## src/verilog/ex_pkg.sv

```systemverilog
// Shared widths, operator codes and port structs of the execute stage; compile before all RTL
package ex_pkg;

  //////////////////////////////////////////////////
  // Widths
  //////////////////////////////////////////////////

  // Data word
  localparam int unsigned xlen = 32;
  // Register address, room for 64 registers
  localparam int unsigned reg_addr_w = 6;

  //////////////////////////////////////////////////
  // Operator codes
  //////////////////////////////////////////////////

  // ALU operators, compares at the top of the range
  typedef enum logic [4:0] {
    alu_add, alu_sub, alu_and, alu_or, alu_xor,
    alu_sll, alu_srl, alu_sra,
    alu_slt, alu_sltu,
    alu_eq, alu_ne, alu_lt, alu_ge, alu_ltu, alu_geu
  } alu_op_e;

  // Multiplier operators, all but mul take two cycles
  typedef enum logic [1:0] {
    mult_mul, mult_mulh, mult_mulhsu, mult_mulhu
  } mult_op_e;

  // Source of the forwarding write data
  typedef enum logic [1:0] {
    fw_alu, fw_mult, fw_csr
  } fw_src_e;

  //////////////////////////////////////////////////
  // Port structs
  //////////////////////////////////////////////////

  // One instruction from ID
  typedef struct packed {
    logic                  alu_en;
    logic                  mult_en;
    logic                  csr_access;
    logic                  lsu_en;
    logic                  branch_in_ex;
    alu_op_e               alu_op;
    mult_op_e              mult_op;
    logic [xlen-1:0]       operand_a;
    logic [xlen-1:0]       operand_b;
    // Jump target for branches
    logic [xlen-1:0]       operand_c;
    logic [xlen-1:0]       csr_rdata;
    logic [reg_addr_w-1:0] alu_waddr;
    logic                  alu_we;
    logic [reg_addr_w-1:0] lsu_waddr;
    logic                  lsu_we;
  } ex_req_t;

  // Register file write port, forwarding and LSU write-back
  typedef struct packed {
    logic                  we;
    logic [reg_addr_w-1:0] waddr;
    logic [xlen-1:0]       wdata;
  } wport_t;

endpackage

```

## src/verilog/ex_alu.sv

```systemverilog
// Single-cycle integer ALU of the execute stage, with a compare flag for branches
module ex_alu (
  input  ex_pkg::alu_op_e          alu_op_i,
  input  logic [ex_pkg::xlen-1:0]  operand_a_i,
  input  logic [ex_pkg::xlen-1:0]  operand_b_i,
  output logic [ex_pkg::xlen-1:0]  result_o,
  output logic                     cmp_result_o
);

  // Shift amount, low bits of b only
  logic [4:0] shamt;
  // Raw comparisons
  logic       eq;
  logic       lt_s;
  logic       lt_u;
  // Compare result of the current operator
  logic       cmp;

  assign shamt = operand_b_i[4:0];
  assign eq    = (operand_a_i == operand_b_i);
  assign lt_s  = ($signed(operand_a_i) < $signed(operand_b_i));
  assign lt_u  = (operand_a_i < operand_b_i);

  //////////////////////////////////////////////////
  // Compare
  //////////////////////////////////////////////////

  always_comb begin
    cmp = 1'b0;
    case (alu_op_i)
      ex_pkg::alu_eq:   cmp = eq;
      ex_pkg::alu_ne:   cmp = ~eq;
      // slt shares the signed compare with blt
      ex_pkg::alu_slt,
      ex_pkg::alu_lt:   cmp = lt_s;
      ex_pkg::alu_ge:   cmp = ~lt_s;
      ex_pkg::alu_sltu,
      ex_pkg::alu_ltu:  cmp = lt_u;
      ex_pkg::alu_geu:  cmp = ~lt_u;
      default:          cmp = 1'b0;
    endcase
  end

  //////////////////////////////////////////////////
  // Result
  //////////////////////////////////////////////////

  always_comb begin
    case (alu_op_i)
      ex_pkg::alu_add: result_o = operand_a_i + operand_b_i;
      ex_pkg::alu_sub: result_o = operand_a_i - operand_b_i;
      ex_pkg::alu_and: result_o = operand_a_i & operand_b_i;
      ex_pkg::alu_or:  result_o = operand_a_i | operand_b_i;
      ex_pkg::alu_xor: result_o = operand_a_i ^ operand_b_i;
      ex_pkg::alu_sll: result_o = operand_a_i << shamt;
      ex_pkg::alu_srl: result_o = operand_a_i >> shamt;
      // Arithmetic shift keeps the sign
      ex_pkg::alu_sra: result_o = $unsigned($signed(operand_a_i) >>> shamt);
      // Compares, zero-extended flag
      default:         result_o = {{(ex_pkg::xlen-1){1'b0}}, cmp};
    endcase
  end

  // Branch unit sees the same flag
  assign cmp_result_o = cmp;

endmodule

```

## src/verilog/ex_decode.sv

```systemverilog
// Execute stage control, picks the forwarding source and forms the ready and valid levels
module ex_decode (
  input  logic             clk,
  input  logic             rst_n,
  input  ex_pkg::ex_req_t  req_i,
  input  logic             alu_ready_i,
  input  logic             mult_ready_i,
  input  logic             lsu_ready_ex_i,
  input  logic             wb_ready_i,
  output ex_pkg::fw_src_e  fw_src_o,
  output logic             ex_ready_o,
  output logic             ex_valid_o
);

  // All units and the WB stage can take a new request
  logic units_ready;
  // Some unit has work this cycle
  logic any_en;

  //////////////////////////////////////////////////
  // Forwarding source
  //////////////////////////////////////////////////

  // Priority csr over mult over alu
  always_comb begin
    fw_src_o = ex_pkg::fw_alu;
    if (req_i.mult_en) begin
      fw_src_o = ex_pkg::fw_mult;
    end
    if (req_i.csr_access) begin
      fw_src_o = ex_pkg::fw_csr;
    end
  end

  //////////////////////////////////////////////////
  // Stall levels
  //////////////////////////////////////////////////

  assign units_ready = alu_ready_i & mult_ready_i & lsu_ready_ex_i & wb_ready_i;
  assign any_en      = req_i.alu_en | req_i.mult_en | req_i.csr_access | req_i.lsu_en;

  // Branches resolve here and never wait for WB
  assign ex_ready_o = units_ready | req_i.branch_in_ex;
  // Valid moves right and does not look at ex_ready
  assign ex_valid_o = any_en & units_ready;

  // ID issues to one result unit at a time
  a_one_unit : assert property (
    @(posedge clk) disable iff (!rst_n)
    $onehot0({req_i.alu_en, req_i.mult_en, req_i.csr_access})
  ) else $error("ex_decode: more than one unit enabled");

endmodule

```

## src/verilog/ex_mult.sv

```systemverilog
// Integer multiplier of the execute stage, low product in one cycle, high product in two
module ex_mult (
  input  logic                     clk,
  input  logic                     rst_n,
  input  logic                     enable_i,
  input  ex_pkg::mult_op_e         mult_op_i,
  input  logic [ex_pkg::xlen-1:0]  operand_a_i,
  input  logic [ex_pkg::xlen-1:0]  operand_b_i,
  input  logic                     ex_ready_i,
  output logic [ex_pkg::xlen-1:0]  result_o,
  output logic                     ready_o,
  output logic                     multicycle_o
);

  typedef enum logic {
    st_idle,
    st_high
  } mult_state_e;

  mult_state_e state_q;
  mult_state_e state_d;

  // Operands widened by one bit for signed or unsigned use
  logic signed [ex_pkg::xlen:0]       op_a_ext;
  logic signed [ex_pkg::xlen:0]       op_b_ext;
  logic signed [2*ex_pkg::xlen+1:0]   prod_full;
  // Request for a high part
  logic                               high_op;
  // First cycle of a high part
  logic                               high_start;
  // High half held for the second cycle
  logic [ex_pkg::xlen-1:0]            high_q;

  assign high_op    = (mult_op_i != ex_pkg::mult_mul);
  assign high_start = (state_q == st_idle) & enable_i & high_op;

  //////////////////////////////////////////////////
  // Product
  //////////////////////////////////////////////////

  // mulh signs both, mulhsu only a, mulhu neither
  always_comb begin
    op_a_ext = {1'b0, operand_a_i};
    op_b_ext = {1'b0, operand_b_i};
    if (mult_op_i == ex_pkg::mult_mulh || mult_op_i == ex_pkg::mult_mulhsu) begin
      op_a_ext = {operand_a_i[ex_pkg::xlen-1], operand_a_i};
    end
    if (mult_op_i == ex_pkg::mult_mulh) begin
      op_b_ext = {operand_b_i[ex_pkg::xlen-1], operand_b_i};
    end
  end

  // Low half is the same for every extension
  assign prod_full = op_a_ext * op_b_ext;

  always_ff @(posedge clk) begin
    if (high_start) begin
      high_q <= prod_full[2*ex_pkg::xlen-1:ex_pkg::xlen];
    end
  end

  //////////////////////////////////////////////////
  // Control FSM
  //////////////////////////////////////////////////

  always_comb begin
    state_d = state_q;
    case (state_q)
      st_idle: if (high_start) state_d = st_high;
      // Stay put while the stage is stalled
      st_high: if (ex_ready_i) state_d = st_idle;
      default: state_d = st_idle;
    endcase
  end

  always_ff @(posedge clk or negedge rst_n) begin
    if (!rst_n) begin
      state_q <= st_idle;
    end else begin
      state_q <= state_d;
    end
  end

  // Busy only in the first cycle of a high part
  assign ready_o      = ~high_start;
  assign multicycle_o = (state_q == st_high);
  assign result_o     = (state_q == st_high) ? high_q : prod_full[ex_pkg::xlen-1:0];

  // ID must hold the request until the high part is taken
  a_hold_req : assert property (
    @(posedge clk) disable iff (!rst_n)
    (state_q == st_high) |->
      $stable(mult_op_i) && $stable(operand_a_i) && $stable(operand_b_i)
  ) else $error("ex_mult: request changed during high part");

endmodule

```

## src/verilog/ex_result.sv

```systemverilog
// Forwarding write-port mux and EX/WB register for the LSU write-back port
module ex_result (
  input  logic                     clk,
  input  logic                     rst_n,
  input  ex_pkg::ex_req_t          req_i,
  input  ex_pkg::fw_src_e          fw_src_i,
  input  logic [ex_pkg::xlen-1:0]  alu_result_i,
  input  logic [ex_pkg::xlen-1:0]  mult_result_i,
  input  logic                     ex_valid_i,
  input  logic                     wb_ready_i,
  input  logic                     lsu_err_i,
  input  logic [ex_pkg::xlen-1:0]  lsu_rdata_i,
  output ex_pkg::wport_t           fw_port_o,
  output ex_pkg::wport_t           wb_port_o
);

  // LSU write that survives a bus error
  logic                          lsu_wr;
  logic                          wb_we_q;
  logic [ex_pkg::reg_addr_w-1:0] wb_waddr_q;

  //////////////////////////////////////////////////
  // Forwarding port
  //////////////////////////////////////////////////

  always_comb begin
    fw_port_o.we    = req_i.alu_we;
    fw_port_o.waddr = req_i.alu_waddr;
    case (fw_src_i)
      ex_pkg::fw_mult: fw_port_o.wdata = mult_result_i;
      ex_pkg::fw_csr:  fw_port_o.wdata = req_i.csr_rdata;
      default:         fw_port_o.wdata = alu_result_i;
    endcase
  end

  //////////////////////////////////////////////////
  // EX/WB register
  //////////////////////////////////////////////////

  assign lsu_wr = req_i.lsu_we & ~lsu_err_i;

  // Valid implies WB is ready
  always_ff @(posedge clk or negedge rst_n) begin
    if (!rst_n) begin
      wb_we_q <= 1'b0;
    end else if (ex_valid_i) begin
      wb_we_q <= lsu_wr;
    end else if (wb_ready_i) begin
      // No new instruction, drain the old one
      wb_we_q <= 1'b0;
    end
  end

  // Address only moves with a real write
  always_ff @(posedge clk) begin
    if (ex_valid_i && lsu_wr) begin
      wb_waddr_q <= req_i.lsu_waddr;
    end
  end

  always_comb begin
    wb_port_o.we    = wb_we_q;
    wb_port_o.waddr = wb_waddr_q;
    // Load data arrives straight from the LSU
    wb_port_o.wdata = lsu_rdata_i;
  end

  // A faulting load never reaches the register file
  a_no_err_write : assert property (
    @(posedge clk) disable iff (!rst_n)
    $rose(wb_port_o.we) |-> !$past(lsu_err_i)
  ) else $error("ex_result: LSU write enabled after bus error");

endmodule

```

## src/verilog/ex_stage.sv

```systemverilog
// Execute stage top level, connects control, ALU, multiplier and result path
module ex_stage (
  input  logic                     clk,
  input  logic                     rst_n,
  input  ex_pkg::ex_req_t          req_i,
  input  logic [ex_pkg::xlen-1:0]  lsu_rdata_i,
  input  logic                     lsu_ready_ex_i,
  input  logic                     lsu_err_i,
  input  logic                     wb_ready_i,
  output ex_pkg::wport_t           fw_port_o,
  output ex_pkg::wport_t           wb_port_o,
  output logic                     branch_decision_o,
  output logic [ex_pkg::xlen-1:0]  jump_target_o,
  output logic                     mult_multicycle_o,
  output logic                     ex_ready_o,
  output logic                     ex_valid_o
);

  logic [ex_pkg::xlen-1:0] alu_result;
  logic                    alu_cmp;
  logic [ex_pkg::xlen-1:0] mult_result;
  logic                    mult_ready;
  ex_pkg::fw_src_e         fw_src;

  // ALU never stalls
  ex_decode u_ex_decode (
    .clk            (clk),
    .rst_n          (rst_n),
    .req_i          (req_i),
    .alu_ready_i    (1'b1),
    .mult_ready_i   (mult_ready),
    .lsu_ready_ex_i (lsu_ready_ex_i),
    .wb_ready_i     (wb_ready_i),
    .fw_src_o       (fw_src),
    .ex_ready_o     (ex_ready_o),
    .ex_valid_o     (ex_valid_o)
  );

  ex_alu u_ex_alu (
    .alu_op_i     (req_i.alu_op),
    .operand_a_i  (req_i.operand_a),
    .operand_b_i  (req_i.operand_b),
    .result_o     (alu_result),
    .cmp_result_o (alu_cmp)
  );

  // ex_ready releases the high part
  ex_mult u_ex_mult (
    .clk          (clk),
    .rst_n        (rst_n),
    .enable_i     (req_i.mult_en),
    .mult_op_i    (req_i.mult_op),
    .operand_a_i  (req_i.operand_a),
    .operand_b_i  (req_i.operand_b),
    .ex_ready_i   (ex_ready_o),
    .result_o     (mult_result),
    .ready_o      (mult_ready),
    .multicycle_o (mult_multicycle_o)
  );

  ex_result u_ex_result (
    .clk           (clk),
    .rst_n         (rst_n),
    .req_i         (req_i),
    .fw_src_i      (fw_src),
    .alu_result_i  (alu_result),
    .mult_result_i (mult_result),
    .ex_valid_i    (ex_valid_o),
    .wb_ready_i    (wb_ready_i),
    .lsu_err_i     (lsu_err_i),
    .lsu_rdata_i   (lsu_rdata_i),
    .fw_port_o     (fw_port_o),
    .wb_port_o     (wb_port_o)
  );

  // Branch outcome to IF
  assign branch_decision_o = alu_cmp;
  assign jump_target_o     = req_i.operand_c;

endmodule
```

## config.mk

```make
export PLATFORM = sky130hd
export DESIGN_NAME = ex_stage
export DESIGN_NICKNAME = d
export VERILOG_FILES = /design/src/verilog/ex_pkg.sv /design/src/verilog/ex_alu.sv /design/src/verilog/ex_decode.sv /design/src/verilog/ex_mult.sv /design/src/verilog/ex_result.sv /design/src/verilog/ex_stage.sv
export SDC_FILE = /design/constraint.sdc
export NUM_CORES = 2
export LEC_CHECK = 0
export BUFFER_PORTS_ARGS = -buffer_cell sky130_fd_sc_hd__buf_2
export CORE_ASPECT_RATIO = 1.1
export CORE_MARGIN = 8
export CORE_UTILIZATION = 50
export DETAILED_ROUTE_END_ITERATION = 7
export PLACE_DENSITY_LB_ADDON = 0.15
export SLEW_MARGIN = 30
export SYNTH_ARGS = -nofsm -noshare
export SYNTH_HDL_FRONTEND = slang
export SYNTH_SLANG_ARGS = --single-unit
```

## constraint.sdc

```tcl
create_clock -name clk -period 34.6 [get_ports clk]
set_input_delay 5.19 -clock clk [delete_from_list [all_inputs] [get_ports clk]]
set_output_delay 5.19 -clock clk [all_outputs]
set_load 0.1 [all_outputs]
```

==> impl_metrics.env <==
export IMPL_netlist_instances=5721
export IMPL_die_y_um=341
export IMPL_portBuffers=162
export IMPL_ys_flop_type="edfxtp_1"
export IMPL_slowest_delay_ps=770
export IMPL_start_util=0.503
export IMPL_yosysTopAreaCell="fa_1"
export IMPL_yosys_top_cells_area="fa_1, inv_1, ha_1"
export IMPL_wl_mm=194
export IMPL_post_cts_setup_buffers=0
export IMPL_routabilityCongestion=1.06
export IMPL_hold_violations=0
export IMPL_outcome="finished, final reports clean"
export IMPL_rsz0062_at_grt="no"
export IMPL_yosys_warnings=0
export IMPL_crit_path_start_kind="primary input"
export IMPL_ios=305
export IMPL_die_width_um=312
export IMPL_drv_cap=0
export IMPL_cts_buffers=5
export IMPL_grt_first_pass_wirelength_mm=288
export IMPL_drt_iter0_drc=4086
export IMPL_grt_ovfl_total=0
export IMPL_grt_max_degree=83
export IMPL_cts_tree="yes"
export IMPL_cts_hold_buf=0
export IMPL_finalNetCount=7202
export IMPL_dr_pass1_iters=5
export IMPL_cpMostUsedCell="fa_1"
export IMPL_seq_area_frac_synth=0.0248
export IMPL_setup_viol=0
export IMPL_synth_area_per_cell_um2=8.40
export IMPL_antenna_found_initial=8
export IMPL_cts_clk_slew_worst_paths_ps=60
export IMPL_syn_nets=7350
export IMPL_rr_startpoint="u_ex_mult.multicycle_o"
export IMPL_wl_per_cell_um=28.4
export IMPL_critPathTopFamily="adder cells"
export IMPL_h_tree_depth=2
export IMPL_ant_nets=0
export IMPL_finalCritPeriodShare=0.570
export IMPL_synth_edf_count=38
export IMPL_grt_pass1_vias=43400
export IMPL_rows=119
export IMPL_hp_start="u_ex_result.wb_we_q"
export IMPL_maxSlewViolCount=0
export IMPL_finalCriticalPeriod_ps=19710
export IMPL_worstSetupPathType="in -> out"
export IMPL_via_count=40800
export IMPL_setup_tns_final_ps=0
export IMPL_insertion_delay_ps=290
export IMPL_die_area_mm2=0.106
export IMPL_endpoint_kind="output port"
export IMPL_critPathBufInv=10
export IMPL_dp_hpwl_mm=154
export IMPL_coreArea_mm2=0.0956
export IMPL_cp_max_fo=46
export IMPL_slew_headroom=0.277
export IMPL_mostFrequentLayoutCells="inv_1, fa_1, nand2_1, nor2_1, ha_1"
export IMPL_cts_resized=0
export IMPL_worst_pin_slew_ps=1080
export IMPL_cts_root_buf="clkbuf_16"
export IMPL_drive_above_1_share=0.0632
export IMPL_netlist_area_mm2=0.0481
export IMPL_viasPerCell=5.96
export IMPL_clock_sinks=40
export IMPL_area_growth_synth_to_final_pct=3.26
export IMPL_synth_cell_types=80
export IMPL_worst_path_max_delay_cell="a2111oi_0"
export IMPL_drcViolationCount=0
export IMPL_grt_total_usage=0.365
export IMPL_hold_class="reg -> reg"
export IMPL_clock_fmax_mhz=50.7
export IMPL_timing_critical_path_from="req_i[80]"
export IMPL_clock_path_buffers=2
export IMPL_arrival_ps=14520
export IMPL_clock_skew_ps=2.42
export IMPL_synth_top_area_frac=0.469
export IMPL_critPathRequiredTime_ps=29410
export IMPL_async_flop_share=0.0500
export IMPL_final_common_cell="inv_1"
export IMPL_yosys_register_bits=40
-- cells in the mapped netlist (all sizes together), types with 8 or more instances --
cell	count
a221o	11
nand2b	13
o22ai	13
o21bai	17
o21ai	159
o211ai	27
nand3	49
xnor2	67
a211o	9
and3	36
a22oi	20
or3	13
nor4	10
ha	311
a211oi	36
fa	1127
edfxtp	38
a2111oi	12
a21oi	191
xor2	29
buf	158
mux4	48
nor2	514
and2	9
inv	1315
nor3	43
nor2b	14
a221oi	23
clkbuf	249
mux2	9
a31oi	27
and4	8
o31ai	10
o221ai	13
a21o	47
clkinv	13
nand4	15
o21a	11
mux2i	57
nand2	861
-- state kept, by name (all words and copies together), names as in the netlist --
| name | cells |
|---|---|
| u_ex_mult.multicycle_o | 1 |
| u_ex_result.wb_waddr_q | 6 |
| u_ex_mult.high_q | 32 |
| u_ex_result.wb_we_q | 1 |
-- worst register-to-register path, cell delays in order, from the launching register on --
cell     delay [ps]
dfrtp_2         360
buf_4           480
nor3b_2         140
buf_4           310
nor3_1          270
and3b_1         390
-- per-layer routing --
layer | GRT usage | part of all wire
met1 | 0.459 | 0.37
met2 | 0.573 | 0.45
met3 | 0.0658 | 0.094
met4 | 0.252 | 0.090
met5 | 0 | 0.000067
-- area by class of cell --
class / count / area, um^2
inverter: 1328 / 4980
timing repair buffer: 252 / 1510
clock inverter: 3 / 90.1
multi-input combinational: 3946 / 40100
tap: 1270 / 1590
fill: 9454 / 46000
antenna: 5 / 12.5
clock buffer: 5 / 125
sequential: 40 / 1190
-- cell families (layout without fill, tap and decap cells) --
kind of cell    Yosys count  in the layout  share of synthesized area
other cells               0              5                          0
fa+ha+maj              1438           1438                      0.550
mux                     114            114                     0.0365
buf+inv                1735           1588                      0.141
xor+xnor                 96             96                     0.0175
simple gates           1604           1604                      0.136
compound gates          694            694                     0.0937
flops                    40             40                     0.0248
-- stage by stage --
step,util,area (um^2),hold WS (ps),setup slack (ps),cells
after floorplan,-,48100,455,14820,5721
after global placement,0.516,49300,461,15210,6835
after detailed placement,0.516,49400,469,15100,6835
after CTS,0.519,49600,482,15090,6843
after global routing,0.519,49600,510,14510,6845
final,0.519,49600,485,14890,6849
-- final timing paths --
path / end / cells after the start / slack (ps)
max in group asynchronous: u_ex_mult.multicycle_o / 1 / 29800
hold / removal: u_ex_result.wb_we_q / 1 / 490
setup / recovery: fw_port_o[29] / 30 / 14890
hold reg to reg: u_ex_result.wb_we_q / 1 / 490
setup reg to reg: u_ex_result.wb_waddr_q[4] / 5 / 32320
min in group asynchronous: u_ex_result.wb_we_q / 1 / 4680
Power is left out: the tool's default activity adds up to more than one toggle a clock period on the data nets, which glitch-free logic cannot reach.
